===== src/soc_pkg.sv =====
package soc_pkg;

    typedef logic [31:0] addr_t;    // byte address
    typedef logic [31:0] data_t;
    typedef logic [3:0]  be_t;      // one bit per byte lane of data_t

    localparam int IRQ_W = 2;       // bit 0 gpio, bit 1 timer

    // master to slave request that stays stable while stall is high
    typedef struct packed {
        addr_t addr;
        data_t wdata;
        be_t   be;
        logic  read;
        logic  write;
    } bus_req_t;

    typedef struct packed {
        data_t rdata;
        logic  stall;
    } bus_rsp_t;

    // selected by addr[31:28] with all other codes unmapped
    typedef enum logic [3:0] {
        REGION_ROM  = 4'd1,
        REGION_RAM  = 4'd8,
        REGION_GPIO = 4'd10,
        REGION_TICK = 4'd11
    } region_e;

    function automatic region_e region_of(addr_t addr);
        return region_e'(addr[31:28]);
    endfunction

    // register offset inside a peripheral, word aligned
    function automatic logic [1:0] reg_offset(addr_t addr);
        return addr[3:2];
    endfunction

    function automatic data_t be_merge(data_t old_word, data_t new_word, be_t be);
        data_t merged;
        merged = old_word;
        for (int b = 0; b < 4; b++) begin
            if (be[b]) merged[8*b +: 8] = new_word[8*b +: 8];
        end
        return merged;
    endfunction

endpackage

===== src/gpio_port.sv =====
`timescale 1ns/1ns

module gpio_port (
    input  logic              clk_i,
    input  logic              arst_n_i,
    input  soc_pkg::bus_req_t req_i,
    output soc_pkg::data_t    rdata_o,
    input  soc_pkg::data_t    gpio_i,
    output soc_pkg::data_t    gpio_o,
    output logic              irq_o
);
    import soc_pkg::*;

    data_t      out_q;
    data_t      sync1_q;
    data_t      sync2_q;
    data_t      prev_q;                    // last synchronized value
    logic       irq_q;
    logic [1:0] offset;

    assign offset = reg_offset(req_i.addr);

    always_ff @(posedge clk_i or negedge arst_n_i) begin
        if (!arst_n_i) begin
            out_q   <= '0;
            sync1_q <= '0;
            sync2_q <= '0;
            prev_q  <= '0;
            irq_q   <= 1'b0;
        end else begin
            sync1_q <= gpio_i;
            sync2_q <= sync1_q;
            prev_q  <= sync2_q;
            if (req_i.write && offset == 2'd0) out_q <= be_merge(out_q, req_i.wdata, req_i.be);
            if (sync2_q != prev_q) begin
                irq_q <= 1'b1;                 // a new edge beats a clear
            end else if (req_i.write && offset == 2'd2) begin
                irq_q <= 1'b0;
            end
        end
    end

    always_comb begin
        case (offset)
            2'd0:    rdata_o = out_q;
            2'd1:    rdata_o = sync2_q;
            2'd2:    rdata_o = data_t'(irq_q);
            default: rdata_o = '0;
        endcase
    end

    assign gpio_o = out_q;
    assign irq_o  = irq_q;

endmodule


===== config.mk =====
export PLATFORM = sky130hd
export DESIGN_NAME = gpio_port
export DESIGN_NICKNAME = d
export VERILOG_FILES = /design/src/soc_pkg.sv /design/src/gpio_port.sv
export SDC_FILE = /design/constraint.sdc
export NUM_CORES = 1
export LEC_CHECK = 0
export BUFFER_PORTS_ARGS = -buffer_cell sky130_fd_sc_hd__buf_2
export CORE_ASPECT_RATIO = 0.8
export CORE_MARGIN = 2
export CORE_UTILIZATION = 36
export CTS_CLUSTER_DIAMETER = 50
export DETAILED_ROUTE_END_ITERATION = 16
export PLACE_DENSITY = 0.65
export SYNTH_ARGS = -nofsm -noshare
export SYNTH_HDL_FRONTEND = slang
export SYNTH_SLANG_ARGS = --single-unit

===== constraint.sdc =====
create_clock -name clk_i -period 2.3 [get_ports clk_i]
set_input_delay 0.115 -clock clk_i [delete_from_list [all_inputs] [get_ports clk_i]]
set_output_delay 0.115 -clock clk_i [all_outputs]
set_load 0.01 [all_outputs]

==> flow_summary.ini <==
[run_status]
status = complete, no violations

[sta]
fin_skew_ns = 0.00528
tns_ns = 0
fin_ws_ns = 0.937
rsz0062_at_grt = no
max_slew_margin_pct = 71.0
finalHoldViolations = 0
final_max_slew_viol_count = 0
fmax_ghz = 0.734
finalCritPeriodShare_pct = 59.2
tightest_slew_ns = 0.435
finalSetupViolCount = 0
fin_crit_ns = 1.36

[cts]
clk_pin_slew_worst_paths_ns = 0.06
cts-resized-gates = 0
root_buffer = clkbuf_16
clk_latency_ns = 0.42
tritoncts = yes
cts_setup_buffers = 0
cts_buffer_depth = 2
cts_num_sinks = 129
cts-htree-levels = 4
numCtsBuffers = 17

[flow_run]
max-cap-violations = 0

[die]
std_cell_rows = 37
die_width_um = 132
ios = 169
core-area_um2 = 12800
die_h_um = 106
dieArea_um2 = 14000
initial_core_util_pct = 36.6

[power_and_ir_drop]
power-per-cell-area_nw_per_um2 = 904
leakage_uw = 0.00324
ir_drop_v = 0.000564
power_uw = 6120

[finish]
drive_above_1_share_pct = 40.8
multi_input_area_um2 = 1340
nFillCells = 1076
nNetsFinal = 606
num_antenna_cells = 0
seqCellArea_um2 = 3230
area_growth_pct = 44.1
postLayoutCoreUtil_pct = 52.8

[synth]
syn_nets = 392
synth_area_leader_cell = dfrtp_1
ys_seq_area_share_pct = 68.7
syn_area_per_cell_um2 = 16.3
synth_warnings = 0
yosys-top-cells-count = dfrtp_1 (129), mux2_4 (32), mux2i_1 (32), xnor2_1 (32), nor2_1 (31)
synthCells = 288
async_reset_ff_share_pct = 100
ys_top_cells_by_area = dfrtp_1 (69%), mux2_4 (10%), mux2i_1 (6.8%)
ys_ff_latch = 129
synth_top_flop_cell = dfrtp_1
synth-edff-count = 0
synth_top_cell_area_share_pct = 68.7
syn_area_um2 = 4700
synth_cell_types = 18
yosysMostFrequentCell = dfrtp_1

[grt]
antenna_found_initial = 0
grt-ovfl-total = 0
grt_max_degree = 52
grt_usage_pct = 16.2
grt_pass1_vias = 3215
grt_pass1_wl_mm = 16.9

[worst_setup_path]
r2r_cells = 4
worstPathRequired_ns = 2.59
critPathArrivalTime_ns = 1.65
start_kind = flip-flop
cp-end-kind = flip-flop
crit_fanout = 3
critical_path_class = flip-flop to flip-flop

[route]
dr.pass1.iters = 4
ant_nets = 0
drc = 0
routed_via_density = 4.28
vias = 2955
drtIter0Drc = 110
wire_per_inst_um = 15.1
wl_mm = 10.4

[worst_hold_path]
hold_path_depth = 4
hold_path_class = input port to flip-flop

[placement]
io_buffers = 137
place_congestion = 0.788
dp_slack_ns = 0.819
detailed_place_hpwl_mm = 6.79
-- per-layer routing --
layer,track usage [%],wire length [µm],vias to the layer above
li1,-,-,1392
met1,20.9,4910,1446
met2,24.6,4830,93
met3,5.20,457,24
met4,8.23,244,0
met5,0,0,-
-- final timing paths --
path / startpoint / to / slack (ns)
max in group asynchronous: arst_n_i / sync2_q[9] / 1.31
max: sync2_q[20] / irq_o / 0.94
min: req_i[0] / irq_o / 0.03
max reg2reg: sync2_q[20] / irq_o / 0.94
min reg2reg: sync1_q[19] / sync2_q[19] / 0.34
min in group asynchronous: arst_n_i / gpio_o[19] / 0.18
-- worst max-delay path: stages (launching register included) --
cell and delay (ns):
dfrtp_1 0.40, xnor2_1 0.18, nand4_1 0.15, nor4_1 0.39, nand3_1 0.12
-- sequential cells by signal, indices dropped and copies added (netlist names) --
name,cells
gpio_o,32
irq_o,1
prev_q,32
sync1_q,32
sync2_q,32
-- kinds of logic (layout without fill, tap and decap cells) --
| logic type | count (synthesis) | count (layout) | synth area share, % |
|---|---|---|---|
| DFF | 129 | 129 | 68.7 |
| xor gates and xnor gates | 32 | 32 | 5.96 |
| and+or+nand+nor | 49 | 49 | 5.35 |
| AOI/OAI and AO/OA | 2 | 2 | 0.213 |
| muxes | 64 | 64 | 17.0 |
| buffers and inverters | 12 | 239 | 2.74 |
-- layout make-up --
type,instances,area share [%]
timing repair buffer,207,20.6
multi-input combinational,147,19.8
clock buffer,18,6.34
clock inverter,14,2.35
sequential,129,47.7
tap,175,3.23
-- power by group --
| group | switching (µW) | total (µW) | internal, µW | leakage, µW |
|---|---|---|---|---|
| Clock | 1010 | 2620 | 1610 | 0.000281 |
| Sequential | 151 | 2630 | 2480 | 0.00151 |
| Combinational | 370 | 869 | 499 | 0.00144 |
-- repair_timing --
action                                  CTS  global route
hold endpoints to repair                107             0
hold buffers                             65             0
endpoints found under the setup margin    0             0
-- cells in the final DEF (no fill, tap or decap), types with 2 or more instances in the layout --
cell type      synthesis  layout
mux2_4                32      32
nand3b_1               2       2
nand4_1                8       8
clkinv_4               0       7
clkinvlp_4             0       2
buf_4                  0       4
mux2i_1               32      32
xnor2_1               32      32
dfrtp_1              129     129
dlygate4sd3_1          0      65
buf_2                  3     136
nor2_1                31      31
and2_4                 4       4
bufinv_16              0       2
clkbuf_16              0      17
inv_6                  0       2
-- through the flow --
step | hold WS [ns] | std cells | instance area (µm²)
final | 0.0313 | 690 | 6770
after global routing | 0.0369 | 690 | 6770
after CTS | 0.0109 | 690 | 6770
after detailed placement | 0.0595 | 593 | 5530
after global placement | 0.0567 | 593 | 5530
after floorplan | -0.181 | 288 | 4700
Note: power is estimated with default switching activity, not from simulation.
