$ cat config.mk
export PLATFORM = sky130hd
export DESIGN_NAME = tick_timer
export DESIGN_NICKNAME = d
export VERILOG_FILES = /design/src/soc_pkg.sv /design/src/tick_timer.sv
export SDC_FILE = /design/constraint.sdc
export NUM_CORES = 1
export LEC_CHECK = 0
export BUFFER_PORTS_ARGS = -buffer_cell sky130_fd_sc_hd__buf_2
export CORE_ASPECT_RATIO = 0.8
export CORE_MARGIN = 8
export CORE_UTILIZATION = 45
export DETAILED_ROUTE_END_ITERATION = 8
export PLACE_DENSITY = 0.72
export SLEW_MARGIN = 0
export SYNTH_ARGS = -nofsm -noshare
export SYNTH_HDL_FRONTEND = slang
export SYNTH_SLANG_ARGS = --single-unit
export TNS_END_PERCENT = 100
$ cat constraint.sdc
create_clock -name clk_i -period 1.8 [get_ports clk_i]
set_input_delay 0.18 -clock clk_i [delete_from_list [all_inputs] [get_ports clk_i]]
set_output_delay 0.18 -clock clk_i [all_outputs]
set_load 0.03 [all_outputs]
$ cat src/soc_pkg.sv
package soc_pkg;

    typedef logic [31:0] addr_t;    // byte address
    typedef logic [31:0] data_t;
    typedef logic [3:0]  be_t;      // one bit per byte lane of data_t

    localparam int IRQ_W = 2;       // bit 0 gpio, bit 1 timer

    // master to slave request that stays stable while stall is high
    typedef struct packed {
        addr_t addr;
        data_t wdata;
        be_t   be;
        logic  read;
        logic  write;
    } bus_req_t;

    typedef struct packed {
        data_t rdata;
        logic  stall;
    } bus_rsp_t;

    // selected by addr[31:28] with all other codes unmapped
    typedef enum logic [3:0] {
        REGION_ROM  = 4'd1,
        REGION_RAM  = 4'd8,
        REGION_GPIO = 4'd10,
        REGION_TICK = 4'd11
    } region_e;

    function automatic region_e region_of(addr_t addr);
        return region_e'(addr[31:28]);
    endfunction

    // register offset inside a peripheral, word aligned
    function automatic logic [1:0] reg_offset(addr_t addr);
        return addr[3:2];
    endfunction

    function automatic data_t be_merge(data_t old_word, data_t new_word, be_t be);
        data_t merged;
        merged = old_word;
        for (int b = 0; b < 4; b++) begin
            if (be[b]) merged[8*b +: 8] = new_word[8*b +: 8];
        end
        return merged;
    endfunction

endpackage
$ cat src/tick_timer.sv
`timescale 1ns/1ns

module tick_timer #(
    parameter int TICK_PRESCALE = 4
) (
    input  logic              clk_i,
    input  logic              arst_n_i,
    input  soc_pkg::bus_req_t req_i,
    output soc_pkg::data_t    rdata_o,
    output logic              irq_o
);
    import soc_pkg::*;

    localparam int PW = (TICK_PRESCALE > 1) ? $clog2(TICK_PRESCALE) : 1;

    logic [PW-1:0] presc_q;
    data_t         count_q;
    data_t         cmp_q;
    logic          flag_q;
    logic          advance;
    logic          match;
    logic [1:0]    offset;

    assign offset  = reg_offset(req_i.addr);
    assign advance = (presc_q == PW'(TICK_PRESCALE - 1));
    assign match   = advance & (count_q == cmp_q);

    always_ff @(posedge clk_i or negedge arst_n_i) begin
        if (!arst_n_i) begin
            presc_q <= '0;
            count_q <= '0;
            cmp_q   <= '1;
            flag_q  <= 1'b0;
        end else begin
            presc_q <= advance ? '0 : presc_q + 1'b1;
            if (req_i.write && offset == 2'd0) begin
                count_q <= req_i.wdata;        // software load wins over a tick
            end else if (advance) begin
                count_q <= count_q + 1'b1;
            end
            if (req_i.write && offset == 2'd1) cmp_q <= req_i.wdata;
            if (match) begin
                flag_q <= 1'b1;
            end else if (req_i.write && offset == 2'd2) begin
                flag_q <= 1'b0;
            end
        end
    end

    always_comb begin
        case (offset)
            2'd0:    rdata_o = count_q;
            2'd1:    rdata_o = cmp_q;
            2'd2:    rdata_o = data_t'(flag_q);
            default: rdata_o = '0;
        endcase
    end

    assign irq_o = flag_q;

    a_flag_cause: assert property (
        @(posedge clk_i) disable iff (!arst_n_i)
        $rose(flag_q) |-> $past(match)
    );

endmodule

==> results.tsv <==
stage	metric	value	unit
run_status	status	finished, final reports clean	
clocking	clockRootBuffer	clkbuf_16	
power_and_ir_drop	p_total	5.468	mW
route	wire_per_inst	17.38	µm
timing	skew	0.006300	ns
setup_path	timing.rr.start	count_q[0]	
yosys	ys_dominant_reg_cell	dfrtp_1	
yosys	syn_inst	398	
placed_design	place_area	4661	µm²
setup_path	r2r_cells	7	
clocking	cts_setup_buffers	0	
global_route	grt_util_all_layers	17.68	%
placed_design	dp.cells	582	
placed_design	dp_slack	-0.02443	ns
clocking	htreeDepth	3	
yosys	synth_area_leaders	dfrtp_1 (21%), dfstp_2 (21%), mux2_2 (8.8%)	
clocking	clk_pin_slew	0.06	ns
timing	maxSlewHeadroom	59.30	%
power_and_ir_drop	seqPwrFrac	41.1	%
timing	setup_viol	0	
power_and_ir_drop	cellLeakagePower	2.153	nW
timing	tightest_slew	0.6050	ns
yosys	ys_ff_latch	67	
final_layout	instances_no_fill	599	
yosys	syn_area	4084	µm²
final_layout	nets	553	
setup_path	r2r_setup_slack	0.1	ns
yosys	synth_fp_nets	472	
route	route.top_layer_used	met4	
yosys	synth-edff-count	0	
power_and_ir_drop	p_switching	1.848	mW
route	avgViaCountPerCell	5.274	
floorplanning	die_x	122.5	µm
setup_path	start_kind	register	
route	wl	10.41	mm
setup_path	critPathArrivalTime	1.95	ns
setup_path	crit_required	2.05	ns
yosys	synth.avg_cell_area	10.26	µm²
power_and_ir_drop	p_int	3.620	mW
clocking	numCtsBuffers	9	
global_route	grt_pass1_wl	16.93	mm
power_and_ir_drop	power_density	1098	nW/µm²
global_route	grt_pass1_vias	3244	
timing	finalHoldViolCount	0	
power_and_ir_drop	combPwrFrac	27.3	%
route	drc	0	
global_route	grt_max_degree	59	
route	wl_met3	634	µm
yosys	yosysTopAreaCell	dfrtp_1	
worst_hold_path	min_path_cells	3	
setup_path	worstReg2RegEnd	count_q[22]	
route	first_pass_iters	4	
floorplanning	dieArea	12400	µm²
placed_design	place_congestion	0.8263	
yosys	ys_seq_area_share	42.03	%
placed_design	numPortBuffers	69	
timing	rsz0062_at_grt	true	
setup_path	worstSetupEndpointType	register	
timing	maxSlewViolCount	0	
clocking	cts_num_sinks	67	
final_layout	num-fill-cells	804	
floorplanning	core	8921	µm²
global_route	grt_overflow_total	0	
yosys	synthesis.yosys.warnings	0	
yosys	synthDistinctLibCells	37	
timing	clock.fmax	587.0	MHz
power_and_ir_drop	switching_share	33.80	%
setup_path	crit_type	register to register	
job	maxCapViolations	0	
final_layout	area_growth	21.94	%
final_layout	final_area	4980	µm²
floorplanning	chipHeight	101.2	µm
worst_hold_path	holdPathEnd	count_q[25]	
clocking	cts_tree	done	
final_layout	multi_input_comb_area	2208	µm²
route	ant_nets	0	
final_layout	ff_latch_area	1719	µm²
yosys	synth_top_area_share	21.45	%
route	wl_met2	4.888	mm
route	via_count	3159	
route	wl_met1	4.802	mm
setup_path	cp_max_fo	5	
floorplanning	num_rows	31	
timing	fin_crit	1.704	ns
power_and_ir_drop	irDropWorstVdd	0.6490	mV
yosys	synthArstFlopShare	100.0	%
worst_hold_path	min_from	req_i[31]	
floorplanning	start_util	45.78	%
floorplanning	ioPinCount	105	
global_route	antenna_found_initial	0	
final_layout	antenna_cells	0	
worst_hold_path	worstHoldPathType	input pin to register	
placed_design	dpl.hpwl	7.652	mm
final_layout	layout-drive-gt1-share	41.12	%
power_and_ir_drop	clkPwrFrac	31.6	%
clocking	cts_buffer_depth	2	
route	drt_iter0_drc	175	
timing	finalCritPeriodShare	94.64	%
timing	fin_ws	0.09649	ns
clocking	clk_latency	0.33	ns
[stage by stage]
stage / TNS (ns) / hold slack [ns] / utilization [%]
CTS: 0 / 0.05858 / 55.65
floorplan: 0 / -0.1156 / -
detailed placement: -0.02443 / 0.1747 / 52.24
global placement: -0.02066 / 0.1716 / 52.24
finish: 0 / 0.07279 / 55.82
global route: -0.03207 / 0.06767 / 55.82
[worst max-delay path, cell delays in order, from the launching register on]
cell,delay [ns]
dfrtp_2,0.42
ha_1,0.21
nand4_1,0.18
nor3_4,0.20
buf_4,0.19
nand4_1,0.11
xor2_1,0.17
a21oi_1,0.15
[placed cells by master (no fill, tap or decap), drive strengths merged, types with 9 or more instances in the layout]
cell type and count:
buf 97, nor2 41, nand2 41, xor2 38, dfrtp 35, mux2i 33
mux2 32, dfstp 32, o21ai 31, xnor2 25, nand4 17, nand3 16
nor4 10, clkbuf 9
[logic make-up after synthesis]
kind of cell	count (synthesis)	share of synthesized area (%)
DFF	67	42.03
muxes	65	16.91
xor gates and xnor gates	63	13.51
adders and majority gates	2	0.6126
AOI/OAI and AO/OA	34	4.626
buffers and inverters	30	4.259
and+or+nand+nor	137	18.05
[state kept, by name, indices dropped and copies added, names as in the netlist]
register and cells:
count_q 32, irq_o 1, presc_q 2, cmp_q 32
[worst max path at each step]
| stage | from | to | slack (ns) | depth (start not counted) |
|---|---|---|---|---|
| after floorplan | presc_q[0] | count_q[29] | 0.15 | 7 |
| after global placement | presc_q[0] | count_q[25] | -0.02 | 7 |
| after detailed placement | presc_q[0] | count_q[25] | -0.02 | 7 |
| after CTS | presc_q[0] | count_q[25] | 0.002 | 7 |
| after global routing | count_q[0] | count_q[22] | -0.03 | 7 |
| final | count_q[0] | count_q[22] | 0.1 | 7 |
[power by group through the flow]
stage | Combinational, mW | Sequential [mW] | Clock, mW
finish | 1.50 | 2.25 | 1.73
global route | 1.63 | 2.30 | 1.83
CTS | 1.51 | 2.24 | 1.77
detailed placement | 1.49 | 2.26 | 0
global placement | 1.47 | 2.24 | 0
floorplan | 1.10 | 2.15 | 0
[layer usage]
metal / vias up / GRT usage, %
met1: 1520 / 23.70
met4: 0 / 4.299
met2: 83 / 28.02
met3: 7 / 4.513
met5: - / 0
li1: 1549 / -
[area by class of cell]
type                            instances  area share [%]
Multi-Input combinational cell        301           44.35
Sequential cell                        67           34.52
Timing Repair Buffer                   98           12.19
Clock buffer                            9           4.523
Tap cell                              115           2.889
Clock inverter                          7           1.382
Inverter                                2          0.1508
[synth_stat cells, drive strengths merged (3+ instances only)]
library cell / n
xor2: 38
mux2i: 33
mux2: 32
nand4: 17
buf: 14
clkbuf: 14
a21oi: 3
nor4: 10
o21ai: 31
nand2: 41
nor3: 4
dfrtp: 35
nand3: 16
nand3b: 3
dfstp: 32
nor2: 41
and3: 3
xnor2: 25
[what timing repair did]
item / in CTS / in global routing
endpoints found under the hold margin: 10 / 0
resized for setup: 0 / 5
setup endpoints to repair: 0 / 18
hold buffers: 1 / 0
Note: power is estimated with default switching activity, not from simulation.
