## src/boot.hex

```
// boot rom, one 32-bit hex word per line, word 0 first
00000093
00100113
00208193
10000237
00022283
00128293
00522023
fe5ff06f
deadbeef
0badf00d
13579bdf
2468ace0
5a5aa5a5
c001d00d
7e57c0de
f00dface

```

## src/soc_pkg.sv

```systemverilog
package soc_pkg;

    typedef logic [31:0] addr_t;    // byte address
    typedef logic [31:0] data_t;
    typedef logic [3:0]  be_t;      // one bit per byte lane of data_t

    localparam int IRQ_W = 2;       // bit 0 gpio, bit 1 timer

    // master to slave request that stays stable while stall is high
    typedef struct packed {
        addr_t addr;
        data_t wdata;
        be_t   be;
        logic  read;
        logic  write;
    } bus_req_t;

    typedef struct packed {
        data_t rdata;
        logic  stall;
    } bus_rsp_t;

    // selected by addr[31:28] with all other codes unmapped
    typedef enum logic [3:0] {
        REGION_ROM  = 4'd1,
        REGION_RAM  = 4'd8,
        REGION_GPIO = 4'd10,
        REGION_TICK = 4'd11
    } region_e;

    function automatic region_e region_of(addr_t addr);
        return region_e'(addr[31:28]);
    endfunction

    // register offset inside a peripheral, word aligned
    function automatic logic [1:0] reg_offset(addr_t addr);
        return addr[3:2];
    endfunction

    function automatic data_t be_merge(data_t old_word, data_t new_word, be_t be);
        data_t merged;
        merged = old_word;
        for (int b = 0; b < 4; b++) begin
            if (be[b]) merged[8*b +: 8] = new_word[8*b +: 8];
        end
        return merged;
    endfunction

endpackage
```

## src/ibus_router.sv

```systemverilog
`timescale 1ns/1ns

module ibus_router #(
    parameter int ROM_AW = 4
) (
    input  logic              clk_i,
    input  logic              arst_n_i,
    input  soc_pkg::bus_req_t ibus_req_i,
    output soc_pkg::bus_rsp_t ibus_rsp_o,
    output soc_pkg::bus_req_t ram_req_o,
    input  soc_pkg::bus_rsp_t ram_rsp_i
);
    import soc_pkg::*;

    data_t   rom [2**ROM_AW];
    data_t   rom_q;
    logic    rom_pend_q;
    logic    rom_rd;
    region_e region;

    initial begin
        $readmemh("/design/src/boot.hex", rom);
    end

    assign region = region_of(ibus_req_i.addr);
    assign rom_rd = (region == REGION_ROM) & ibus_req_i.read;

    // read register gives the rom the same two cycle read as the ram
    always_ff @(posedge clk_i or negedge arst_n_i) begin
        if (!arst_n_i) begin
            rom_pend_q <= 1'b0;
        end else begin
            rom_pend_q <= rom_rd & ~rom_pend_q;
        end
    end

    always_ff @(posedge clk_i) begin
        if (rom_rd && !rom_pend_q) rom_q <= rom[ibus_req_i.addr[ROM_AW+1:2]];
    end

    always_comb begin
        ram_req_o       = ibus_req_i;
        ram_req_o.read  = (region == REGION_RAM) & ibus_req_i.read;
        ram_req_o.write = 1'b0;                // instruction side never writes
    end

    always_comb begin
        case (region)
            REGION_RAM: ibus_rsp_o = ram_rsp_i;
            REGION_ROM: begin
                ibus_rsp_o.rdata = rom_q;
                ibus_rsp_o.stall = rom_rd & ~rom_pend_q;
            end
            default: ibus_rsp_o = '0;          // unmapped reads give zero
        endcase
    end

endmodule

```

## config.mk

```make
export PLATFORM = sky130hd
export DESIGN_NAME = ibus_router
export DESIGN_NICKNAME = d
export VERILOG_FILES = /design/src/soc_pkg.sv /design/src/ibus_router.sv
export SDC_FILE = /design/constraint.sdc
export NUM_CORES = 1
export LEC_CHECK = 0
export ABC_CLOCK_PERIOD_IN_PS = 1500
export BUFFER_PORTS_ARGS = -buffer_cell sky130_fd_sc_hd__buf_2
export CAP_MARGIN = 25
export CORE_AREA = 5 5 78 80
export DETAILED_ROUTE_END_ITERATION = 8
export DIE_AREA = 0 0 83 85
export HOLD_SLACK_MARGIN = 0.12
export PLACE_DENSITY_LB_ADDON = 0.15
export SLEW_MARGIN = 0
export SYNTH_ARGS = -nofsm -noshare
export SYNTH_HDL_FRONTEND = slang
export SYNTH_SLANG_ARGS = --single-unit
```

## constraint.sdc

```tcl
create_clock -name clk_i -period 1.5 [get_ports clk_i]
set_clock_uncertainty 0.15 [all_clocks]
set_input_delay 0.225 -clock clk_i [delete_from_list [all_inputs] [get_ports clk_i]]
set_output_delay 0.225 -clock clk_i [all_outputs]
set_load 0.05 [all_outputs]
```

==> flow_metrics.py, run 1 <==
metrics = {
    "final_layout": {
        "final_core_util_pct": 25.4,
        "layout_common_cells": "buf_2 (40), buf_8 (37), and2_4 (33), buf_6 (6), buf_4 (2)",
        "largest_register_ffs": 1,
        "reg.largest.list": "rom_pend_q: 1 flops",
        "fin_cells": 199,
        "drive_gt1_share_pct": 96.9,
        "largest-register": "rom_pend_q",
        "fillers": 568,
        "fin_nets": 234,
        "areaGrowthSynthToFinish_pct": 61.9,
        "final_common_cell": "buf_2",
        "antenna_cells": 0,
    },
    "routing": {
        "drt-pass1-iter-count": 2,
        "antenna_left": 0,
        "vias": 722,
        "drc_errors": 0,
        "vias_per_cell": 3.63,
        "first_iter_violations": 9,
        "avgRoutedWirePerCell_um": 14.8,
        "routed_wl_mm": 2.95,
    },
    "placed_design": {
        "dp_cells": 191,
        "gp_congestion": 0.759,
        "port_buffers": 77,
        "detailed_place_hpwl_mm": 2.10,
    },
    "timing": {
        "fmax_mhz": 628,
        "fin_ws_ps": -93.4,
        "hold-worst-slack_ps": 300,
        "drv_slew": 0,
        "setup_viol": 34,
        "finalHoldViolations": 0,
        "min_period_over_period_pct": 106,
        "rsz0062_at_grt": "true",
        "finalCriticalPeriod_ps": 1590,
    },
    "synth": {
        "avgSynthCellArea_um2": 7.48,
        "synth_nets": 217,
        "yosysWarnings": 0,
        "synth_cell_types": 11,
        "synthCells": 112,
        "synth-seq-area-share_pct": 2.99,
        "netlist_area_um2": 838,
        "ys_ff_latch": 1,
    },
    "worst_setup_path": {
        "crit_fanout": 6,
        "arrival_ps": 1220,
        "path_class": "in -> out",
        "end_kind": "output pin",
        "cp.required_ps": 1120,
        "cp-start-kind": "primary input",
    },
    "die": {
        "rows": 27,
        "die_w_um": 83,
        "start_util_pct": 15.7,
        "dieHeight_um": 85,
        "die-area_um2": 7060,
        "core_um2": 5340,
        "io_pins": 208,
    },
    "global_route": {
        "gr-usage-all-layers_pct": 6.75,
        "grt_overflow": 0,
        "grt_pass1_wl_mm": 4.10,
        "first_global_vias": 757,
        "grt_max_degree": 13,
        "antenna_found_initial": 0,
    },
    "worst_hold_path": {
        "hold_path_class": "in -> out",
    },
    "power_and_ir_drop": {
        "p_leak_nw": 0.671,
        "peakVddDrop_v": 0.0000731,
        "finalPower_mw": 0.291,
        "p_per_area_nw_per_um2": 214,
    },
    "status": {
        "failed_checks": "setup timing",
        "status": "finished, violations left",
    },
    "run": {
        "max_cap_viol_count": 0,
    },
    "cts": {
        "clkLatencyLatePin_ps": 0,
    },
}
## cell usage after synthesis (all sizes together)
library cell	n	share of area, %
conb	1	0.45
clkbuf	3	1.8
and2	33	27
dfrtp	1	3.0
o2bb2ai	1	1.0
or2	1	0.75
nor2	1	0.45
or4bb	1	1.3
buf	69	62
nor4b	1	2.8
## metal layers
metal  vias up  share of wire, %  track usage (%)
met2        89                49             11.6
met5         -                 0                0
met1       308                33             6.64
met3        26                13             3.79
met4         0               4.8             3.12
li1        299                 -                -
## power breakdown
group	leakage [nW]	switching, mW	internal, mW
Sequential	0.0139	0.0000996	0.0279
Clock	0	0	0
Combinational	0.657	0.136	0.127
## metrics by stage
| step | setup TNS [ps] | instance area, um2 | setup WS (ps) |
|---|---|---|---|
| floorplan | -62.2 | 882 | -62.2 |
| detailed placement | -6080 | 840 | -215 |
| finish | -2340 | 1360 | -93.4 |
| global route | -3960 | 1360 | -139 |
| CTS | -1970 | 1210 | -84.9 |
| global placement | -6010 | 840 | -208 |
## area by class of cell
class	instances	area [um2]	area share, %
well taps	72	90.1	6.64
flip-flops and latches	1	25.0	1.84
repair buffers	87	873	64.3
multi-input cells	39	369	27.2
## logic make-up (layout without fill, tap and decap cells)
logic type | Yosys count | count (layout) | share of synthesized area, %
other | 1 | 1 | 0.447
buffers and inverters | 72 | 87 | 63.6
AO/OA/AOI/OAI | 1 | 1 | 1.04
flip-flops | 1 | 1 | 2.98
AND/OR/NAND/NOR | 37 | 37 | 31.9
## worst max-delay path, stage by stage
cell and delay [ps]:
buf_8 100, nor4b_4 290, buf_6 180, clkbuf_16 140, and2_4 140, buf_8 140
## worst paths after layout
check	startpoint	to	slack, ps	cells after the start
min in group asynchronous	arst_n_i	rom_pend_q	390	2
setup reg to reg	rom_pend_q	rom_pend_q	310	2
setup / recovery	ibus_req_i[67]	ibus_rsp_o[4]	-90	6
max in group asynchronous	arst_n_i	rom_pend_q	720	2
hold reg to reg	rom_pend_q	rom_pend_q	370	2
hold / removal	ibus_req_i[39]	ram_req_o[39]	300	0
## repair_timing
item,in CTS,in global routing
endpoints found under the setup margin,34,34
endpoints found under the hold margin,1,0
resized for setup,110,43
gates cloned,2,2
setup buffers,2,1
pin swaps,12,22
hold buffers,1,0
Note: power is estimated with default switching activity, not from simulation.
==> inputs of run 2 (changes only) <==
- ABC_CLOCK_PERIOD_IN_PS: 1500 -> 1800
- clock period: 1.5 -> 1.8 ns (I/O delays scaled with it)
==> run 2 against run 1 <==
- the flow now finishes without violations
- power down 37%
- via count down 7.5%
- critical path depth down 1
- sequential power down 17%
- worst setup slack better by 170 ps
- combinational power down 40%
- sequential share of layout area up 0.93 points
- die area unchanged
- design area down 34%
- largest cell class unchanged
==> flow_metrics.py, run 2 (same netlist as run 1, synthesis figures left out) <==
metrics = {
    "global_route": {
        "gr-usage-all-layers_pct": 5.84,
        "grt_pass1_wl_mm": 3.66,
        "first_global_vias": 668,
        "grt_max_degree": 24,
        "grt_overflow": 0,
        "antenna_found_initial": 0,
    },
    "timing": {
        "min_period_over_period_pct": 95.8,
        "finalCriticalPeriod_ps": 1720,
        "setup_viol": 0,
        "finalHoldViolations": 0,
        "fmax_mhz": 580,
        "rsz0062_at_grt": "false",
        "tns_ps": 0,
        "drv_slew": 0,
    },
    "die": {
        "die-area_um2": 7060,
        "io_pins": 208,
        "die_w_um": 83,
        "start_util_pct": 15.7,
        "core_um2": 5340,
        "rows": 27,
        "dieHeight_um": 85,
    },
    "final_layout": {
        "largest-register": "rom_pend_q",
        "largest_register_ffs": 1,
        "antenna_cells": 0,
        "layout_common_cells": "buf_2 (46), clkbuf_4 (28), and2_1 (20), and2_2 (13), buf_4 (5)",
        "drive_gt1_share_pct": 79.3,
        "areaGrowthSynthToFinish_pct": 7.46,
        "final_common_cell": "buf_2",
        "fin_nets": 228,
        "reg.largest.list": "rom_pend_q: 1 flops",
        "fillers": 617,
        "final_core_util_pct": 16.9,
    },
    "routing": {
        "antenna_left": 0,
        "first_iter_violations": 3,
        "routed_wl_mm": 2.52,
        "avgRoutedWirePerCell_um": 13.0,
        "drt-pass1-iter-count": 4,
        "vias": 668,
        "drc_errors": 0,
        "vias_per_cell": 3.46,
    },
    "run": {
        "max_cap_viol_count": 0,
    },
    "power_and_ir_drop": {
        "p_per_area_nw_per_um2": 202,
        "peakVddDrop_v": 0.0000594,
        "p_leak_nw": 0.503,
    },
    "worst_setup_path": {
        "path_class": "in -> out",
        "cp_top_family": "buffers and inverters",
        "critical-path-slowest-cell": "nor4b_4",
        "path_cells": "buf_2 > nor4b_4 > buf_4 > and2_2 > clkbuf_4",
        "slowest_delay_ps": 310,
        "cp.required_ps": 1380,
        "end_kind": "output pin",
        "cp-start-kind": "primary input",
        "critPathBufInv": 3,
        "r2r_slack_ps": 630,
        "crit_fanout": 11,
        "arrival_ps": 1300,
    },
    "placed_design": {
        "port_buffers": 77,
        "gp_congestion": 0.739,
        "detailed_place_hpwl_mm": 2.30,
    },
    "cts": {
        "clkLatencyLatePin_ps": 0,
        "clk_pin_slew_ps": 0,
    },
    "status": {
        "status": "finished clean",
    },
    "worst_hold_path": {
        "hold_path_class": "reg -> reg",
    },
}
[run 2: per-layer routing]
| metal | GRT usage, % | vias to the layer above | routed length, um |
|---|---|---|---|
| li1 | - | 288 | - |
| met1 | 4.41 | 272 | 620 |
| met2 | 9.69 | 92 | 1160 |
| met3 | 5.83 | 16 | 635 |
| met4 | 2.97 | 0 | 100 |
| met5 | 0 | - | 0 |
[run 2: tightest hold or removal path, cell delays in order, from the launching register on]
cell and delay, ps:
dfrtp_1 300, or4bb_1 140, nor2_1 40
[run 2: report_power, final]
group / total, mW / switching (mW) / leakage (nW) / internal, mW
sequential: 0.0233 / 0.0000725 / 0.0139 / 0.0232
combinational: 0.159 / 0.0966 / 0.489 / 0.0622
clock: 0 / 0 / 0 / 0
total: 0.182 / 0.0967 / 0.503 / 0.0855
[run 2: area by class of cell]
| class | instances | area [um2] | share of cell area (%) |
|---|---|---|---|
| multi-input combinational | 39 | 287 | 31.8 |
| sequential | 1 | 25.0 | 2.78 |
| tap | 72 | 90.1 | 10.0 |
| timing repair buffer | 81 | 499 | 55.4 |
[run 2: path summary, 6_finish.rpt]
check                               startpoint            end  cells after the start
max in group asynchronous             arst_n_i     rom_pend_q                      2
worst min register to register      rom_pend_q     rom_pend_q                      2
worst max-delay path            ibus_req_i[66]  ibus_rsp_o[1]                      5
worst max register to register      rom_pend_q     rom_pend_q                      2
min in group asynchronous             arst_n_i     rom_pend_q                      2
worst min-delay path                rom_pend_q     rom_pend_q                      2
[run 2: what timing repair did]
action | in CTS | in global routing
endpoints found under the setup margin | 5 | 28
setup buffers | 0 | 0
gates cloned | 0 | 0
hold buffers | 1 | 0
resized for setup | 4 | 28
pin swaps | 0 | 0
endpoints found under the hold margin | 1 | 0
[run 2: stage by stage]
stage               setup slack [ps]  cell area [um2]  hold WS [ps]  power [mW]  cells
finish                          76.5              901           373       0.182    193
global route                   0.781              901           390       0.192    193
CTS                             24.6              831           382       0.179    193
detailed placement             -12.2              810         -96.9       0.175    192
global placement                37.9              810          -100       0.176    192
floorplan                       42.8              845          -176       0.503    112
