===== config.mk =====
export PLATFORM = sky130hd
export DESIGN_NAME = dbus_decoder
export DESIGN_NICKNAME = d
export VERILOG_FILES = /design/src/soc_pkg.sv /design/src/dbus_decoder.sv
export SDC_FILE = /design/constraint.sdc
export NUM_CORES = 1
export LEC_CHECK = 0
export BUFFER_PORTS_ARGS = -buffer_cell sky130_fd_sc_hd__buf_2
export CAP_MARGIN = 10
export CORE_AREA = 2 2 160 162
export DETAILED_ROUTE_END_ITERATION = 10
export DIE_AREA = 0 0 162 164
export PLACE_DENSITY = 0.34
export SLEW_MARGIN = 20
export SYNTH_ARGS = -nofsm -noshare
export SYNTH_HDL_FRONTEND = slang
export SYNTH_SLANG_ARGS = --single-unit

===== constraint.sdc =====
create_clock -name vclk -period 1.35
set_input_delay 0.2025 -clock vclk [all_inputs]
set_output_delay 0.2025 -clock vclk [all_outputs]
set_load 0.01 [all_outputs]

===== src/soc_pkg.sv =====
package soc_pkg;

    typedef logic [31:0] addr_t;    // byte address
    typedef logic [31:0] data_t;
    typedef logic [3:0]  be_t;      // one bit per byte lane of data_t

    localparam int IRQ_W = 2;       // bit 0 gpio, bit 1 timer

    // master to slave request that stays stable while stall is high
    typedef struct packed {
        addr_t addr;
        data_t wdata;
        be_t   be;
        logic  read;
        logic  write;
    } bus_req_t;

    typedef struct packed {
        data_t rdata;
        logic  stall;
    } bus_rsp_t;

    // selected by addr[31:28] with all other codes unmapped
    typedef enum logic [3:0] {
        REGION_ROM  = 4'd1,
        REGION_RAM  = 4'd8,
        REGION_GPIO = 4'd10,
        REGION_TICK = 4'd11
    } region_e;

    function automatic region_e region_of(addr_t addr);
        return region_e'(addr[31:28]);
    endfunction

    // register offset inside a peripheral, word aligned
    function automatic logic [1:0] reg_offset(addr_t addr);
        return addr[3:2];
    endfunction

    function automatic data_t be_merge(data_t old_word, data_t new_word, be_t be);
        data_t merged;
        merged = old_word;
        for (int b = 0; b < 4; b++) begin
            if (be[b]) merged[8*b +: 8] = new_word[8*b +: 8];
        end
        return merged;
    endfunction

endpackage

===== src/dbus_decoder.sv =====
`timescale 1ns/1ns

module dbus_decoder #(
    parameter int RAM_AW = 8
) (
    input  logic              clk_i,
    input  logic              arst_n_i,
    input  soc_pkg::bus_req_t dbus_req_i,
    output soc_pkg::bus_rsp_t dbus_rsp_o,
    output soc_pkg::bus_req_t ram_req_o,
    input  soc_pkg::bus_rsp_t ram_rsp_i,
    output soc_pkg::bus_req_t gpio_req_o,
    input  soc_pkg::data_t    gpio_rdata_i,
    output soc_pkg::bus_req_t tick_req_o,
    input  soc_pkg::data_t    tick_rdata_i
);
    import soc_pkg::*;

    region_e region;
    logic    ram_hit;
    logic    gpio_hit;
    logic    tick_hit;

    assign region   = region_of(dbus_req_i.addr);
    assign ram_hit  = (region == REGION_RAM);
    assign gpio_hit = (region == REGION_GPIO);
    assign tick_hit = (region == REGION_TICK);

    // strobes reach one slave only
    always_comb begin
        ram_req_o       = dbus_req_i;
        ram_req_o.addr  = addr_t'(dbus_req_i.addr[RAM_AW+1:0]); // offset inside the ram
        ram_req_o.read  = dbus_req_i.read & ram_hit;
        ram_req_o.write = dbus_req_i.write & ram_hit;

        gpio_req_o       = dbus_req_i;
        gpio_req_o.read  = dbus_req_i.read & gpio_hit;
        gpio_req_o.write = dbus_req_i.write & gpio_hit;

        tick_req_o       = dbus_req_i;
        tick_req_o.read  = dbus_req_i.read & tick_hit;
        tick_req_o.write = dbus_req_i.write & tick_hit;
    end

    always_comb begin
        dbus_rsp_o = '0;                 // unmapped accesses see no stall and zero data
        case (region)
            REGION_RAM:  dbus_rsp_o = ram_rsp_i;
            REGION_GPIO: dbus_rsp_o.rdata = gpio_rdata_i;
            REGION_TICK: dbus_rsp_o.rdata = tick_rdata_i;
            default:     dbus_rsp_o = '0;
        endcase
    end

    a_rd_wr_excl: assert property (
        @(posedge clk_i) disable iff (!arst_n_i)
        !(dbus_req_i.read && dbus_req_i.write)
    );

    // a stalled master keeps its request until the slave lets it go
    a_hold_on_stall: assert property (
        @(posedge clk_i) disable iff (!arst_n_i)
        (dbus_req_i.read || dbus_req_i.write) && dbus_rsp_o.stall |=> $stable(dbus_req_i)
    );

endmodule


==> results list, run 1 <==
- Outcome: complete, but fails checks
* Failing checks: negative setup slack
- Total number of sequential cells: 0
- Setup repair after global routing could not meet its margin everywhere.
- Registers take 0 um2.
- Routability-driven placement finished with a final weighted congestion of 0.664.
* Estimated wirelength of the detail-placed design: 5780 um
- Setup violations remaining at the end of the flow were counted as 37.
- Cell Area, Synth: 2520 um2
- Max capacitance violation total: 0
* DRT Pass-1 Iters: 2
* Ratio of cells with drive above 1 in the final layout: 76.7%
* Sum of overflow across all layers after global routing: 0
* Worst-path cell chain: buf_6 -> or3b_4 -> clkbuf_16 -> o2bb2ai_2 -> buf_2
- Count of distinct cell types in the synthesized netlist: 14
* Detail Route Antenna Nets: 0
- GRT met1 Usage: 3.62%
- The largest total area in the synthesized netlist belongs to sky130_fd_sc_hd__buf_4.
- Remaining design rule violation count: 0
- Hold Crit Class: in -> out
* Required @ worst endpoint: 1.15 ns
- For this run, global-route usage on met3 was measured as 1.01%.
- Sequential fraction of the synthesis area: 0%
- Die Footprint: 26600 um2
- Via count of the first global-routing pass: 1524
- Global routing consumed, on the met2 layer, 8.90% of the routing resources.
* Number of hold-repair buffers added at the cts stage: 0
- After detailed routing, the average wire length per cell comes to 11.7 um.
* Crit path kind: in -> out
* Final-report hold violation count: 0
* Design area: 2560 um2
- Cell types with the highest counts after synthesis: 205 x sky130_fd_sc_hd__buf_4, 32 x sky130_fd_sc_hd__mux2i_1, 28 x sky130_fd_sc_hd__o2bb2ai_2
- Maximum number of pins on one net before global-route repair: 23
- Cell with the most instances after synthesis: sky130_fd_sc_hd__buf_4
* Port Buffer Count: 150
- The number of antenna violations at the first check in global routing came to 0.
* Layout Area Growth over Synthesis: 1.49%
- The layout has 2897 filler cells.
* Clock tree buffer count of the final layout: 0
- DR vias/cell: 2.59
* Die width: 162 um
- Number of pins with negative max-slew slack in the final report: 0
* Total track usage: 4.35%
- Buffering stage count on the worst path with inverters included: 3
- Of all nets on the critical path, the largest fanout is 11.
* Worst Path Arrival: 1.30 ns
- In this run, placement finished with an instance count of 589.
- Leakage power of the design: 1.23 nW
- In this run the most used layer during global routing was met2.
- Excluding fillers, the count of instances in the completed layout stands at 596.
- Iteration-0 DRC Markers: 16
- Worst slack on hold paths: 0.405 ns
* Portion of the clock cycle consumed by the worst path in the final layout: 112%
- The total area inside the core boundary comes to 24800 um2.
- The average instance in the mapped netlist occupies 8.67 um2.
- Wire length of the first global-routing pass: 8820 um
- The slowest stage of the critical path is the sky130_fd_sc_hd__or3b_4 cell.
* Number of instances in the synthesized netlist: 291
- The floorplan has 58 rows.
- Across all setup checks in the final design, the least slack found is -0.157 ns.
- The number of antenna diodes in the final layout is 0.
- For this configuration, the core starts out at a cell density of 10.2%.
- The die is 164 um tall.
- Net count, final: 437
- YS warnings: 0
* Share of the synthesized area in the top cell type: 61.0%
- Once placement finished, the instance area stood at 2280 um2.
* PnR Total Power: 0.000591 W
- Top post-synthesis cells by area: sky130_fd_sc_hd__buf_4 61%, sky130_fd_sc_hd__o2bb2ai_2 17%, sky130_fd_sc_hd__mux2i_1 13%, sky130_fd_sc_hd__o2bb2ai_4 2.2%, sky130_fd_sc_hd__buf_8 1.8%
- STA classifies the critical path endpoint as an output pin.
- Startpoint Class: input pin
- Fin crit period: 1.51 ns
* Multi-input gate area: 1050 um2
* Detailed-route via count: 1541
* Final Util: 10.3%
* Cell area power density: 231 nW/um2
* Boundary Pins: 412
* Total Routed Length: 6950 um
- Across the VDD grid, the largest voltage drop is 0.0479 mV.
- The cell family contributing the most delay on the critical path is simple AND/OR/NAND/NOR gates.
- For this run, the slowest stage of the critical path takes 0.49 ns.
- Max Clock Freq: 664 MHz
-- area by class of cell --
class | count | share of cell area (%)
Timing Repair Buffer | 170 | 42.8
Tap cell | 330 | 16.1
Multi-Input combinational cell | 96 | 41.1
-- per-layer routing --
metal / vias to the layer above / wire length, um
met5: - / 0
met2: 138 / 3660
met1: 651 / 2040
met4: 0 / 460
li1: 695 / -
met3: 57 / 788
-- layout by cell type, fill, tap and decap left out, drive strengths merged --
| cell | count |
|---|---|
| clkbuf | 2 |
| and2 | 2 |
| or3b | 1 |
| mux2i | 32 |
| and3 | 2 |
| buf | 168 |
| conb | 22 |
| o2bb2ai | 32 |
| and4b | 1 |
| nor3b | 4 |
-- through the flow --
stage / TNS (ns) / setup slack [ns]
CTS: -4.64 / -0.172
global route: -6.34 / -0.210
floorplan: 0 / 0.0867
detailed placement: -9.37 / -0.328
finish: -4.26 / -0.157
global placement: -9.35 / -0.333
-- path summary, 6_finish.rpt --
path | cells past startpoint | startpoint | to | slack [ns]
setup / recovery | 5 | dbus_req_i[66] | dbus_rsp_o[30] | -0.16
hold / removal | 0 | dbus_req_i[59] | gpio_req_o[59] | 0.41
-- power breakdown --
part           switching, W  internal (W)  leakage [nW]
sequential                0             0             0
clock                     0             0             0
combinational      0.000286      0.000306          1.23
-- timing repair --
item | in CTS | in global routing
gates resized for setup | 9 | 12
gates cloned | 2 | 2
setup buffers | 4 | 0
endpoints found under the setup margin | 37 | 37
pin swaps | 1 | 2
-- cell families after synthesis --
| logic type | count (synthesis) | share of synthesized area [%] |
|---|---|---|
| buf+inv | 216 | 64.6 |
| compound gates | 32 | 19.5 |
| mux | 32 | 12.7 |
| simple gates | 10 | 2.98 |
| other cells | 1 | 0.149 |
No activity file was read; power rests on OpenSTA's default activity.
==> run 2: changes to the inputs <==
--- a/config.mk
+++ b/config.mk
@@ -7,11 +7,12 @@
 export LEC_CHECK = 0
 export BUFFER_PORTS_ARGS = -buffer_cell sky130_fd_sc_hd__buf_2
 export CAP_MARGIN = 10
-export CORE_AREA = 2 2 160 162
+export CORE_AREA = 2 2 159 161
 export DETAILED_ROUTE_END_ITERATION = 10
-export DIE_AREA = 0 0 162 164
-export PLACE_DENSITY = 0.34
+export DIE_AREA = 0 0 161 163
+export PLACE_DENSITY = 0.35
 export SLEW_MARGIN = 20
 export SYNTH_ARGS = -nofsm -noshare
 export SYNTH_HDL_FRONTEND = slang
 export SYNTH_SLANG_ARGS = --single-unit
+export TNS_END_PERCENT = 30
==> constraint.sdc (replaced) <==
create_clock -name vclk -period 1.3
set_input_delay 0.195 -clock vclk [all_inputs]
set_output_delay 0.195 -clock vclk [all_outputs]
set_load 0.01 [all_outputs]
==> results list, run 2 (synthesis results as in run 1) <==
- The run finished, with violations left.
* Failing checks: negative setup slack
* Hold Crit Class: in -> out
- Leaving out fill and tap cells, the most frequent cells in the layout are 146 x sky130_fd_sc_hd__buf_2, 32 x sky130_fd_sc_hd__mux2i_1, 27 x sky130_fd_sc_hd__o2bb2ai_2.
- The total via count after detailed routing was 1477 (-4.2%).
* Net switching fraction of the power: 49.1% (+0.77 points)
- Initial antenna violation count: 0 (unchanged)
* Iteration-0 DRC Markers: 10 (-6)
- The pin count of the biggest net entering global routing is 29 (+26%).
* Detail Route Antenna Nets: 0 (unchanged)
- Power spent charging and discharging nets: 0.000274 W (-4.1%)
* Total track usage: 3.90% (-0.45 points)
- DR vias/cell: 2.52 (-2.7%)
- Max capacitance violation total: 0 (unchanged)
- STA classifies the critical path endpoint as an output pin.
* Post-route worst setup slack: -0.180 ns (-0.0239 ns)
- The final max-slew violation count was 0 (unchanged).
- Worst slack on hold paths: 0.390 ns (-0.0150 ns)
* Int Pwr: 0.000284 W (-7.1%)
- DRT Pass-1 Iters: 3 (+1)
- The number of global-route vias before repair was 1411 (-7.4%).
- Required @ worst endpoint: 1.11 ns (-0.04 ns)
* Crit Path Max Fanout: 17 (+6)
* Sequential Power Share: 0% (unchanged)
- The detailed-routed wire length on met3 came to 712 um (-9.6%).
- Fin crit period: 1.48 ns
- Port Buffer Count: 150 (unchanged)
- Metal2 WL: 3250 um (-11%)
* Total number of sequential cells: 0 (unchanged)
- Setup repair after global routing could not meet its margin everywhere.
- Clock share of power: 0% (unchanged)
* Final-report hold violation count: 0 (unchanged)
- The placed wire-length estimate is 4930 um (-15%).
- The critical path is of the in -> out type.
- The total power per unit cell area is 235 nW/um2 (+1.7%).
* Post-detailed-placement cell area: 2250 um2 (-1.3%)
- Net count, final: 428 (-2.1%)
- Delay of the slowest critical-path stage: 0.49 ns (about the same)
* Post-detailed-route wirelength per cell: 10.5 um (-10%)
* PnR Total Power: 0.000558 W (-5.6%)
- The layout clock buffer count was 0 (unchanged).
* Area of all sequential standard cells: 0 um2 (unchanged)
* Number of placement rows: 58 (unchanged)
* Total of endpoints with negative setup slack in the final report: 37 (unchanged)
- Ratio of cells with drive above 1 in the final layout: 76.3% (-0.43 points)
- Design area: 2370 um2 (-7.2%)
* Remaining design rule violation count: 0 (unchanged)
- Die extent in y: 163 um (-0.61%)
- Layout Area Growth over Synthesis: -5.85%
- The arrival time at the worst endpoint is 1.29 ns (about the same).
* Total Routed Length: 6160 um (-11%)
* Antenna diode instance count: 0 (unchanged)
* Portion of the clock cycle consumed by the worst path in the final layout: 114%
- The post-cts hold buffer count came to 0 (unchanged).
- The standard cell core area was 24700 um2 (-0.58%).
* Worst VDD drop: 0.0582 mV (+21%)
- Wire length of the first global-routing pass: 8050 um (-8.8%)
- The die outline area came to 26200 um2 (-1.2%).
- The library cell used most frequently in the layout, excluding fill and tap cells, is sky130_fd_sc_hd__buf_2.
- Buffering stage count on the worst path with inverters included: 3 (unchanged)
* WHS Path Cells: 0 (unchanged)
- Number of cells on the critical path: 5 (unchanged)
- Relative contribution of combinational cells to total power: 100.0% (about the same)
* Highest metal layer with signal wires: met4
- The placer's final routability congestion estimate came to 0.646 (-2.7%).
- Die width: 161 um (-0.62%)
- Derived from the worst setup path, the maximum achievable clock frequency is 675 MHz.
- Sum of overflow across all layers after global routing: 0 (unchanged)
* Boundary Pins: 412 (unchanged)
- Worst-case setup slack after placement: -0.319 ns (+0.00951 ns)
* Startpoint Class: input pin
- Worst-path cell chain: buf_6 -> or3b_4 -> buf_12 -> o2bb2ai_2 -> buf_2
* Leakage power of the design: 1.15 nW (-6.3%)
- The post-route setup TNS is -4.90 ns (-0.642 ns).
- M1 wire length: 1930 um (-5.6%)
- Initial standard-cell utilization of the core: 10.2% (+0.060 points)
* Top delay family on crit path: simple AND/OR/NAND/NOR gates
* Critical-path cell with the highest stage delay: sky130_fd_sc_hd__or3b_4
[run 2: metal layers]
metal  GRT usage [%]  vias up
met2            7.67      115
li1                -      678
met3            1.12       64
met4            1.91        0
met5               0        -
met1            3.67      620
[run 2: what timing repair did]
action	in CTS	in global routing
buffers inserted	0	0
resized for setup	14	0
endpoints found under the setup margin	37	37
gates cloned	2	0
hold endpoints to repair	0	0
pin swaps	20	5
[run 2: layout make-up]
| class | count | area [um2] |
|---|---|---|
| Timing Repair Buffer | 161 | 961 |
| Fill cell | 2904 | 22300 |
| Multi-Input combinational cell | 96 | 1000 |
| Tap cell | 330 | 413 |
[run 2: path summary, 6_finish.rpt]
path | endpoint | slack (ns) | start
hold / removal | gpio_req_o[9] | 0.39 | dbus_req_i[9]
setup / recovery | dbus_rsp_o[27] | -0.18 | dbus_req_i[68]
[run 2: power groups by stage]
stage	combinational, W	clock [W]	sequential, W
finish	0.000558	0	0
global route	0.000608	0	0
CTS	0.000573	0	0
detailed placement	0.000534	0	0
global placement	0.000534	0	0
floorplan	0.000877	0	0
[run 2: metrics by stage]
step           cells  utilization (%)
3_5_place_dp     585             9.13
2_1_floorplan    312                -
4_1_cts          587             9.62
5_1_grt          587             9.62
6_report         587             9.62
3_3_place_gp     585             9.13
==> run 3: changes to the inputs <==
--- a/config.mk
+++ b/config.mk
@@ -10,9 +10,9 @@
 export CORE_AREA = 2 2 159 161
 export DETAILED_ROUTE_END_ITERATION = 10
 export DIE_AREA = 0 0 161 163
+export GPL_TIMING_DRIVEN = 0
 export PLACE_DENSITY = 0.35
 export SLEW_MARGIN = 20
 export SYNTH_ARGS = -nofsm -noshare
 export SYNTH_HDL_FRONTEND = slang
 export SYNTH_SLANG_ARGS = --single-unit
-export TNS_END_PERCENT = 30
==> results list, run 3 (synthesis results as in run 1) <==
- The number of max-cap violations came to 0 (unchanged).
- The final worst-path cycle share is 115% (+1.2 points).
* Number of placement rows: 58 (unchanged)
- Startpoint Class: input pin
- Leaving out fill and tap cells, the most frequent cell in the layout is sky130_fd_sc_hd__buf_2.
- Die Footprint: 26200 um2 (unchanged)
- The run finished, with violations left.
* Area of all sequential standard cells: 0 um2 (unchanged)
- The worst setup path is of the in -> out kind.
- The final wirelength is 9850 um (+60%).
* Number of pins with negative max-slew slack in the final report: 0 (unchanged)
* Post-detailed-placement cell area: 4640 um2 (+110%)
- The total non-filler cell area in the finished layout came to 5070 um2 (+110%).
* Layout Area Growth over Synthesis: 101%
* Post-route worst setup slack: -0.196 ns (-0.0159 ns)
- Leakage power of the design: 2.92 nW (+150%)
- Die extent in y: 163 um (unchanged)
- The total power per unit cell area was 300 nW/um2 (+28%).
- The count of nets after finishing is 812 (+90%).
* Estimated wirelength of the detail-placed design: 8500 um (+72%)
- The final reports fail on negative setup slack.
- The total via count after detailed routing was 2880 (+95%).
* Fin crit period: 1.50 ns (+0.0159 ns)
- The horizontal die dimension was 161 um (unchanged).
- The DRC violation count after routing is 0 (unchanged).
* Placer's final routability congestion estimate: 0.701 (+8.6%)
- Via count of the first global-routing pass: 2686 (+90%)
- The pin count of the biggest net entering global routing was 11 (-62%).
* Detail Route Antenna Nets: 0 (unchanged)
- The count of sequential standard cells came to 0 (unchanged).
- DRT Pass-1 Iters: 4 (+1)
- The global-route wire length before repair came to 13600 um (+69%).
- Sum of overflow across all layers after global routing: 0 (unchanged)
- The data required time of the worst path is 1.11 ns (about the same).
* Worst Path Arrival: 1.30 ns (about the same)
- Worst VDD drop: 0.0933 mV (+60%)
* Setup repair after global routing missed its margin: yes
* Max Clock Freq: 668 MHz (-1.1%)
- The detailed-route vias per instance came to 2.97 (+18%).
- Iteration-0 DRC Markers: 33 (+23)
* Worst setup path startpoint: dbus_req_i[68]
- The worst setup path is captured at an output pin.
* Hold Crit Class: in -> out
- Initial standard-cell utilization of the core: 10.2% (unchanged)
- In this run the most critical hold path is launched from dbus_req_i[15].
- The count of port buffers added during placement is 324 (+120%).
* Antenna diode instance count: 0 (unchanged)
- The number of placed I/O pins is 412 (unchanged).
* Crit Path Max Fanout: 9 (-8)
- The total power consumption of the routed design came to 0.00152 W (+170%).
* Ratio of cells with drive above 1 in the final layout: 91.1% (+15 points)
- The count of endpoints failing hold in the final timing report is 0 (unchanged).
* Initial antenna violation count: 0 (unchanged)
- The total routing resource utilization after global routing came to 6.31% (+2.4 points).
- The layout clock buffer count was 0 (unchanged).
- The post-route setup TNS came to -5.86 ns (-0.951 ns).
* Commonest cells after routing, fill and taps aside: 309 x sky130_fd_sc_hd__buf_2, 207 x sky130_fd_sc_hd__buf_4, 28 x sky130_fd_sc_hd__mux2i_1
- Core Area: 24700 um2 (unchanged)
- Total of endpoints with negative setup slack in the final report: 35 (-5.4%)
- Post-detailed-route wirelength per cell: 10.1 um (-3.3%)
[run 3: changes by cell type in the layout (fill, tap and decap cells not counted), sizes merged]
| cell | before | now |
|---|---|---|
| clkbuf | 0 | 1 |
| buf | 161 | 544 |
[run 3: per-stage QoR]
stage / hold WS [ns] / std cells / utilization, % / setup slack [ns]
4_1_cts: 0.574 / 970 / 19.9 / -0.201
3_3_place_gp: 0.575 / 966 / 18.8 / -0.400
6_report: 0.573 / 971 / 20.6 / -0.196
3_5_place_dp: 0.574 / 966 / 18.8 / -0.380
5_1_grt: 0.576 / 971 / 20.6 / -0.234
2_1_floorplan: 0.482 / 312 / - / 0.0517
[run 3: path summary, 6_finish.rpt]
| path | end | slack, ns | cells past startpoint |
|---|---|---|---|
| max | dbus_rsp_o[21] | -0.20 | 6 |
| min | tick_req_o[15] | 0.57 | 2 |
[run 3: metal layers]
layer / wire, um / part of all wire (%) / GRT usage, % / vias up
li1: - / - / - / 1447
met1: 3170 / 32 / 6.40 / 1240
met2: 5750 / 58 / 14.0 / 193
met3: 934 / 9.5 / 0.917 / 0
met4: 0 / 0 / 0 / 0
met5: 0 / 0 / 0 / -
[run 3: layout make-up]
type | instances | area (um2)
Buffer | 215 | 1700
Fill cell | 2771 | 19600
Multi-Input combinational cell | 96 | 1140
Tap cell | 330 | 413
Timing Repair Buffer | 330 | 1820
[run 3: timing repair]
action                     CTS  global route
pin swaps                   14             0
cloned                       2             1
resized for setup           46            18
setup endpoints to repair   37            35
setup buffers                3             0
hold buffers                 0             0
[run 3: power breakdown]
part / switching [W] / leakage [nW] / internal [W]
logic: 0.000615 / 2.92 / 0.000905
registers: 0 / 0 / 0
clock network: 0 / 0 / 0
total: 0.000615 / 2.92 / 0.000905
[run 3: worst max-delay path, cell delays in order]
cell and delay [ns]:
sky130_fd_sc_hd__buf_8 0.10, sky130_fd_sc_hd__or3b_4 0.40, sky130_fd_sc_hd__buf_12 0.17, sky130_fd_sc_hd__clkbuf_16 0.17, sky130_fd_sc_hd__o2bb2ai_2 0.12, sky130_fd_sc_hd__buf_2 0.14
